$ cat config.mk
export PLATFORM = sky130hd
export DESIGN_NAME = cache_top
export DESIGN_NICKNAME = d
export VERILOG_FILES = /design/src/logic/lc3b_types.sv /design/src/logic/cache_types.sv /design/src/logic/cache_top.sv /design/src/logic/cache_data_store.sv /design/src/logic/cache_tag_store.sv /design/src/logic/cache_control.sv
export SDC_FILE = /design/constraint.sdc
export NUM_CORES = 2
export LEC_CHECK = 0
export ABC_AREA = 0
export BUFFER_PORTS_ARGS = -buffer_cell sky130_fd_sc_hd__clkbuf_2
export CAP_MARGIN = 15
export CORE_ASPECT_RATIO = 1.25
export CORE_MARGIN = 3
export CORE_UTILIZATION = 40
export DETAILED_ROUTE_END_ITERATION = 10
export HOLD_SLACK_MARGIN = 0.1
export MAX_ROUTING_LAYER = met4
export PLACE_DENSITY = 0.62
export SYNTH_ARGS = -nofsm -noshare
export SYNTH_HDL_FRONTEND = slang
export SYNTH_HIERARCHICAL = 1
export SYNTH_SLANG_ARGS = --single-unit
export TNS_END_PERCENT = 10
$ cat constraint.sdc
create_clock -name clk -period 10.6 [get_ports clk]
set_input_delay 0.53 -clock clk [delete_from_list [all_inputs] [get_ports clk]]
set_output_delay 0.53 -clock clk [all_outputs]
set_load 0.01 [all_outputs]
$ cat src/logic/lc3b_types.sv
// Processor-side types shared by the cache and its testbench
package lc3b_types;

	// One 16-bit data or address word
	typedef logic [15:0] lc3b_word;

	// Byte enables for a word store
	// Bit 0 covers bits 7:0, bit 1 covers bits 15:8
	typedef logic [1:0] lc3b_mem_wmask;

	// A memory block holds eight words
	// Word 0 sits in bits 15:0, word 7 in bits 127:112
	typedef logic [127:0] lc3b_block;

endpackage : lc3b_types
$ cat src/logic/cache_types.sv
// Cache-internal types and address field positions
package cache_types;

	// Lowest address bit of the word offset (bit 0 picks a byte)
	parameter int word_offset_lsb = 1;

	// Low address bits spanned by one block (16 bytes)
	parameter int block_offset_bits = 4;

	// Tag is the whole block address above the offset
	// The index bits stay in the tag, so its width does not move with the set count
	typedef logic [$bits(lc3b_types::lc3b_word)-block_offset_bits-1:0] cache_tag;

	// Controller states
	typedef enum logic [1:0] {
		idle_check,	// Wait for a request, answer on hit
		write_back,	// Dirty victim goes out to memory
		fill		// Requested block comes in from memory
	} cache_state;

endpackage : cache_types

$ cat src/logic/cache_top.sv
`timescale 1ns/1ns

// Two-way write-back data cache
module cache_top #(
	parameter int num_sets = 8
) (
	input  logic clk,
	input  logic reset,

	// Processor side
	input  logic mem_read,
	input  logic mem_write,
	input  lc3b_types::lc3b_word mem_address,
	input  lc3b_types::lc3b_word mem_wdata,
	input  lc3b_types::lc3b_mem_wmask mem_byte_enable,
	output lc3b_types::lc3b_word mem_rdata,
	output logic mem_resp,

	// Memory side
	output logic pmem_read,
	output logic pmem_write,
	output lc3b_types::lc3b_word pmem_address,
	output lc3b_types::lc3b_block pmem_wdata,
	input  lc3b_types::lc3b_block pmem_rdata,
	input  logic pmem_resp
);

	logic hit;
	logic dirty_victim;
	logic way_sel;	// Hit way or victim
	logic load_tags;
	logic load_block;
	logic write_hit;
	logic touch_lru;
	logic addr_sel;	// Victim address on write-back

	cache_control control_i (
		.clk(clk), .reset(reset),
		.mem_read(mem_read), .mem_write(mem_write), .mem_resp(mem_resp),
		.hit(hit), .dirty_victim(dirty_victim),
		.pmem_read(pmem_read), .pmem_write(pmem_write), .pmem_resp(pmem_resp),
		.load_tags(load_tags), .load_block(load_block), .write_hit(write_hit),
		.touch_lru(touch_lru), .addr_sel(addr_sel)
	);

	cache_tag_store #(.num_sets(num_sets)) tag_store_i (
		.clk(clk), .reset(reset), .mem_address(mem_address),
		.load_tags(load_tags), .write_hit(write_hit), .touch_lru(touch_lru),
		.addr_sel(addr_sel), .hit(hit), .dirty_victim(dirty_victim),
		.way_sel(way_sel), .pmem_address(pmem_address)
	);

	cache_data_store #(.num_sets(num_sets)) data_store_i (
		.clk(clk), .mem_address(mem_address), .mem_wdata(mem_wdata),
		.mem_byte_enable(mem_byte_enable), .pmem_rdata(pmem_rdata),
		.way_sel(way_sel), .load_block(load_block), .write_hit(write_hit),
		.mem_rdata(mem_rdata), .victim_block(pmem_wdata)
	);

endmodule : cache_top

$ cat src/logic/cache_data_store.sv
`timescale 1ns/1ns

// Block storage for two ways, word read and byte-merged word write
module cache_data_store #(
	parameter int num_sets = 8
) (
	input  logic clk,

	input  lc3b_types::lc3b_word mem_address,
	input  lc3b_types::lc3b_word mem_wdata,
	input  lc3b_types::lc3b_mem_wmask mem_byte_enable,
	input  lc3b_types::lc3b_block pmem_rdata,	// Fill data

	input  logic way_sel,	// From the tag store
	input  logic load_block,
	input  logic write_hit,

	output lc3b_types::lc3b_word mem_rdata,
	output lc3b_types::lc3b_block victim_block	// Write-back data
);

	localparam int index_bits  = $clog2(num_sets);
	localparam int offset_bits = cache_types::block_offset_bits - cache_types::word_offset_lsb;
	localparam int word_bits   = $bits(lc3b_types::lc3b_word);
	localparam int byte_lanes  = $bits(lc3b_types::lc3b_mem_wmask);

	logic [index_bits-1:0] index;
	logic [offset_bits-1:0] offset;	// Word within the block

	lc3b_types::lc3b_block blocks [num_sets][2];
	lc3b_types::lc3b_block sel_block;	// Block in the chosen way
	lc3b_types::lc3b_word old_word;
	lc3b_types::lc3b_word merged_word;

	assign index  = mem_address[cache_types::block_offset_bits +: index_bits];
	assign offset = mem_address[cache_types::block_offset_bits-1:cache_types::word_offset_lsb];

	assign sel_block    = blocks[index][way_sel];
	assign old_word     = sel_block[offset*word_bits +: word_bits];
	assign mem_rdata    = old_word;
	assign victim_block = sel_block;	// LRU way while a miss is handled

	// Enabled bytes come from the store data
	always_comb begin
		for (int b = 0; b < byte_lanes; b++) begin
			merged_word[b*8 +: 8] = mem_byte_enable[b] ? mem_wdata[b*8 +: 8] : old_word[b*8 +: 8];
		end
	end

	always_ff @(posedge clk) begin
		if (load_block) begin
			blocks[index][way_sel] <= pmem_rdata;	// Whole block on fill
		end else if (write_hit) begin
			blocks[index][way_sel][offset*word_bits +: word_bits] <= merged_word;
		end
	end

endmodule : cache_data_store

$ cat src/logic/cache_tag_store.sv
`timescale 1ns/1ns

// Valid, dirty, tag and LRU state for a two-way cache
module cache_tag_store #(
	parameter int num_sets = 8
) (
	input  logic clk,
	input  logic reset,

	input  lc3b_types::lc3b_word mem_address,	// Current request

	// Strobes from the controller
	input  logic load_tags,
	input  logic write_hit,
	input  logic touch_lru,
	input  logic addr_sel,

	output logic hit,
	output logic dirty_victim,
	output logic way_sel,	// Way the data store works on
	output lc3b_types::lc3b_word pmem_address
);

	localparam int index_bits = $clog2(num_sets);
	localparam int word_bits  = $bits(lc3b_types::lc3b_word);

	logic [index_bits-1:0] index;	// Set of the request
	cache_types::cache_tag req_tag;	// Tag of the request

	logic [1:0] valid [num_sets];	// One bit per way
	logic [1:0] dirty [num_sets];
	logic [num_sets-1:0] lru;	// Most recently used way of each set
	cache_types::cache_tag tags [num_sets][2];

	logic [1:0] way_hit;	// Per-way match
	logic victim;	// Way to replace on a miss

	lc3b_types::lc3b_word request_block_address;
	lc3b_types::lc3b_word victim_tag_address;

	// Address fields
	assign index   = mem_address[cache_types::block_offset_bits +: index_bits];
	assign req_tag = mem_address[word_bits-1:cache_types::block_offset_bits];

	// Compare both ways at once
	always_comb begin
		for (int w = 0; w < 2; w++) begin
			way_hit[w] = valid[index][w] && (tags[index][w] == req_tag);
		end
	end

	assign hit    = |way_hit;
	assign victim = ~lru[index];	// The way not touched last

	// Only two ways, so way 1 matching settles it
	assign way_sel = hit ? way_hit[1] : victim;

	assign dirty_victim = dirty[index][victim];	// Dirty is only ever set on valid lines

	// Block-aligned addresses for memory
	assign request_block_address = {req_tag, {cache_types::block_offset_bits{1'b0}}};
	assign victim_tag_address    = {tags[index][victim], {cache_types::block_offset_bits{1'b0}}};

	assign pmem_address = addr_sel ? victim_tag_address : request_block_address;

	// Control bits
	always_ff @(posedge clk or posedge reset) begin
		if (reset) begin
			for (int s = 0; s < num_sets; s++) begin
				valid[s] <= '0;
				dirty[s] <= '0;
			end
			lru <= '0;
		end else begin
			if (load_tags) begin
				valid[index][way_sel] <= 1'b1;	// Freshly filled
				dirty[index][way_sel] <= 1'b0;	// Matches memory
			end else if (write_hit) begin
				dirty[index][way_sel] <= 1'b1;	// Now differs from memory
			end

			if (touch_lru) begin
				lru[index] <= way_sel;
			end
		end
	end

	// Tag array
	always_ff @(posedge clk) begin
		if (load_tags) begin
			tags[index][way_sel] <= req_tag;
		end
	end

endmodule : cache_tag_store

$ cat src/logic/cache_control.sv
`timescale 1ns/1ns

// Sequences hit, write-back and fill for one access at a time
module cache_control (
	input  logic clk,
	input  logic reset,

	// Processor request
	input  logic mem_read,
	input  logic mem_write,
	output logic mem_resp,

	// Status from the tag store
	input  logic hit,
	input  logic dirty_victim,

	// Memory handshake
	output logic pmem_read,
	output logic pmem_write,
	input  logic pmem_resp,

	// Strobes to the stores
	output logic load_tags,
	output logic load_block,
	output logic write_hit,
	output logic touch_lru,
	output logic addr_sel
);

	cache_types::cache_state state;	// Current state
	cache_types::cache_state next_state;
	logic request;	// Either kind of access is held

	assign request = mem_read | mem_write;

	always_ff @(posedge clk or posedge reset) begin
		if (reset) begin
			state <= cache_types::idle_check;
		end else begin
			state <= next_state;
		end
	end

	// Outputs and next state
	always_comb begin
		next_state = state;	// Hold by default
		mem_resp   = 1'b0;
		pmem_read  = 1'b0;
		pmem_write = 1'b0;
		load_tags  = 1'b0;
		load_block = 1'b0;
		write_hit  = 1'b0;
		touch_lru  = 1'b0;
		addr_sel   = 1'b0;	// Request block address to memory

		case (state)
			cache_types::idle_check: begin
				if (request && hit) begin
					mem_resp  = 1'b1;	// Same-cycle answer on hit
					touch_lru = 1'b1;	// Hit way becomes most recent
					write_hit = mem_write;	// Store merges into the hit way
				end else if (request) begin
					// Miss, so clear room first if the victim holds new data
					if (dirty_victim) begin
						next_state = cache_types::write_back;
					end else begin
						next_state = cache_types::fill;
					end
				end
			end

			cache_types::write_back: begin
				pmem_write = 1'b1;	// Held until memory answers
				addr_sel   = 1'b1;	// Victim's own address
				if (pmem_resp) begin
					next_state = cache_types::fill;
				end
			end

			cache_types::fill: begin
				pmem_read = 1'b1;	// Held until memory answers
				if (pmem_resp) begin
					load_tags  = 1'b1;	// Valid, tag, clean dirty
					load_block = 1'b1;	// Block lands in the victim way
					next_state = cache_types::idle_check;	// Retry hits now
				end
			end

			default: begin
				next_state = cache_types::idle_check;
			end
		endcase
	end

endmodule : cache_control

==> impl_metrics.tcl <==
set metrics [dict create \
    outcome "complete, no violations" \
    dr.first_iter.drc_count 8350 \
    period_minus_slack_ns 8.43 \
    synth_area_sq_um 95000 \
    coreArea_sq_um 236000 \
    wire_per_inst_um 36.1 \
    min-delay-path-class "in2reg" \
    yosysSeqAreaShare_pct 71.9 \
    ys_top_cells_by_area "edfxtp_1 71%, mux4_2 3.9%, mux2i_1 3.7%, mux2_2 2.5%, nand2_1 1.6%" \
    antenna_found_initial 34 \
    r2r_end "data_store_i/blocks[7][251]$_DFFE_PP_" \
    hold_ws_ns 0.143 \
    final_area_sq_um 108000 \
    holdCritStartpoint "pmem_rdata[122]" \
    worst_ep_arrival_time_ns 7.90 \
    ys_dominant_reg_cell "edfxtp_1" \
    r2r_start "tag_store_i/tags[5][18]$_DFFE_PP_" \
    final_antenna_net_count 0 \
    clockBufferDepth 4 \
    vias 61482 \
    cap_violations 0 \
    synth_edf_count 2240 \
    dp_cells 9189 \
    pwr_density_cell_nw_per_um2 180 \
    tns_ns 0 \
    slowest_delay_ns 0.86 \
    drive_gt1_share_pct 23.5 \
    fin_nets 6488 \
    syn_avg_cell_area_sq_um 16.3 \
    min_to "data_store_i/blocks[0][122]$_DFFE_PP_" \
    fmax_mhz 119 \
    power_leakage_nw 36.4 \
    worstSetupEndpointType "output port" \
    die-area_sq_um 243000 \
    path_clk_slew_ns 0.06 \
    hold_violations 0 \
    synth-seq-cells 2282 \
    wl_mm 347 \
    synth_top_area_share_pct 70.8 \
    critPathSlowestCell "o41ai_4" \
    drc_errors 0 \
    place.gp.congestion 0.987 \
    portBuffers 324 \
    cp.required_ns 10.07 \
    cts_resized 0 \
    grt_pass1_vias 57792 \
    r2r_cells 15 \
    clk_latency_ns 0.94 \
    post-place-ws_ns 1.83 \
    root_buffer "clkbuf_16" \
    skew_ns 0.125 \
    yosysWarnings 6 \
    dp_hpwl_mm 226 \
    avgViaCountPerCell 6.38 \
    r2r_setup_slack_ns 2.95 \
    peakVddDrop_mv 0.139 \
    initial_core_util_pct 40.3 \
    setup_violations 0 \
    worstSetupPathType "in2out" \
    cts_tree "done" \
    drtPass1Iterations 6 \
    final_util_pct 46.0 \
    maxSlewHeadroom_pct 7.40 \
    worstHoldPathCells 2 \
    worst_pin_slew_ns 1.39 \
    power.total_mw 19.5 \
    start_kind "input port" \
    cts_buffers 222 \
    rsz0062_at_grt "false" \
    grt_use_total_pct 28.6 \
    critPathMaxFanout 100 \
    die_w_um 442 \
    period_share_pct 79.5 \
    grt_max_degree 101 \
    path_cells "buf_8, clkinv_1, and3_1, a211oi_1, xnor2_1, nand3_1, o41ai_4, and2_1, inv_8, inv_6, buf_4, nor3_1, a31o_2, a221oi_2, a21oi_1, mux2i_1, nor2_1, a41oi_1, clkbuf_2" \
    htree_levels 4 \
    ys_types 102 \
    rows 199 \
    ioPinCount 330 \
    chipHeight_um 551 \
    numClockSinks 2282 \
    post_dp_cell_area_sq_um 101000 \
    slew_violations 0 \
    syn-instance-count 5836 \
    setup_slack_ns 2.17 \
    instances_no_fill 9633 \
    grt_pass1_wl_mm 473 \
    grt_remaining_overflow 0 \
    async_flop_share_pct 1.84 \
    area_delta_synth_final_pct 14.1 \
    yosys.area.top_type "edfxtp_1" \
]
[cell families after synthesis]
group                      Yosys count  synth area share (%)
AOI/OAI and AO/OA                 1390                  10.5
xor gates and xnor gates            20                 0.184
adders and majority gates            5                0.0659
buffers and inverters              464                  2.88
DFF                               2282                  71.9
muxes                              736                  10.2
other                                1               0.00395
and+or+nand+nor                    938                  4.25
[where the power goes]
part | total (mW) | switching, mW | internal, mW | leakage, nW
Sequential | 10.0 | 0.0190 | 10.0 | 20.7
Combinational | 1.72 | 1.25 | 0.468 | 12.3
Clock | 7.72 | 3.37 | 4.35 | 3.38
Total | 19.5 | 4.64 | 14.8 | 36.4
[final cells by class]
class | instances | area (sq um)
Tap cell | 3115 | 3900
Sequential cell | 2282 | 68300
Antenna cell | 34 | 85.1
Clock buffer | 273 | 5790
Timing Repair Buffer | 674 | 4480
Multi-Input combinational cell | 3093 | 24400
Fill cell | 20165 | 127000
Clock inverter | 119 | 1180
Inverter | 43 | 183
[critical path: cells and delay by family]
| kind | cells | cell delay, ns |
|---|---|---|
| mux | 1 | 0.18 |
| simple gates | 5 | 1.01 |
| buf+inv | 6 | 2.58 |
| compound gates | 6 | 3.17 |
| xor+xnor | 1 | 0.18 |
[worst max path at each step]
stage | startpoint | endpoint | slack [ns] | cells after the start
floorplan | mem_address[5] | data_store_i/blocks[0][151]$_DFFE_PP_ | 4.55 | 24
global placement | mem_address[6] | data_store_i/blocks[4][159]$_DFFE_PP_ | 1.93 | 17
detailed placement | mem_address[6] | data_store_i/blocks[4][159]$_DFFE_PP_ | 1.83 | 17
CTS | mem_address[4] | mem_rdata[2] | 2.38 | 18
global route | mem_address[6] | mem_rdata[7] | 2.10 | 19
finish | mem_address[6] | mem_rdata[7] | 2.17 | 19
[state kept, by name (all words and copies together), names as in the netlist, named ones only]
register,cells
data_store_i/blocks,2048
tag_store_i/tags,192
tag_store_i/valid,16
tag_store_i/lru,8
control_i/state,2
[cell usage after synthesis (all sizes together), types with 27 or more instances]
| cell type | count |
|---|---|
| clkbuf | 147 |
| inv | 39 |
| buf | 273 |
| a22oi | 118 |
| edfxtp | 2240 |
| dfrtp | 42 |
| a221o | 54 |
| nor2 | 338 |
| a22o | 118 |
| o221ai | 41 |
| o2bb2ai | 62 |
| mux2i | 351 |
| o21ai | 303 |
| o22ai | 37 |
| o211ai | 29 |
| a221oi | 168 |
| and2 | 27 |
| nand2 | 405 |
| mux2 | 220 |
| a21oi | 218 |
| mux4 | 165 |
| a31oi | 42 |
[cell usage in the layout (no fill, tap or decap), types with 42 or more instances in the layout]
| cell | synthesis | routed |
|---|---|---|
| edfxtp_1 | 2240 | 2240 |
| nand2_1 | 405 | 405 |
| mux2i_1 | 350 | 350 |
| clkbuf_2 | 3 | 321 |
| buf_4 | 79 | 320 |
| o21ai_0 | 300 | 299 |
| nor2_1 | 338 | 233 |
| clkbuf_16 | 0 | 223 |
| a21oi_1 | 218 | 218 |
| mux2_2 | 211 | 211 |
| mux4_2 | 165 | 165 |
| a221oi_1 | 164 | 162 |
| a22oi_1 | 118 | 118 |
| a22o_1 | 118 | 118 |
| nor2_2 | 0 | 102 |
| o2bb2ai_1 | 62 | 62 |
| a221o_1 | 54 | 54 |
| clkbuf_1 | 140 | 48 |
| clkinv_1 | 4 | 47 |
| dfrtp_1 | 42 | 42 |
[what timing repair did]
item                      4_1_cts  5_1_grt
hold endpoints to repair      165        0
hold buffers                   14        0
buffers inserted                0        0
[layer usage]
| layer | vias to the layer above | part of all wire [%] | global-route usage, % |
|---|---|---|---|
| li1 | 24401 | - | - |
| met1 | 31638 | 35 | 35.0 |
| met2 | 4437 | 45 | 42.9 |
| met3 | 1006 | 12 | 6.90 |
| met4 | 0 | 7.9 | 18.1 |
| met5 | - | 0 | - |
(Power assumes the default switching activity.)
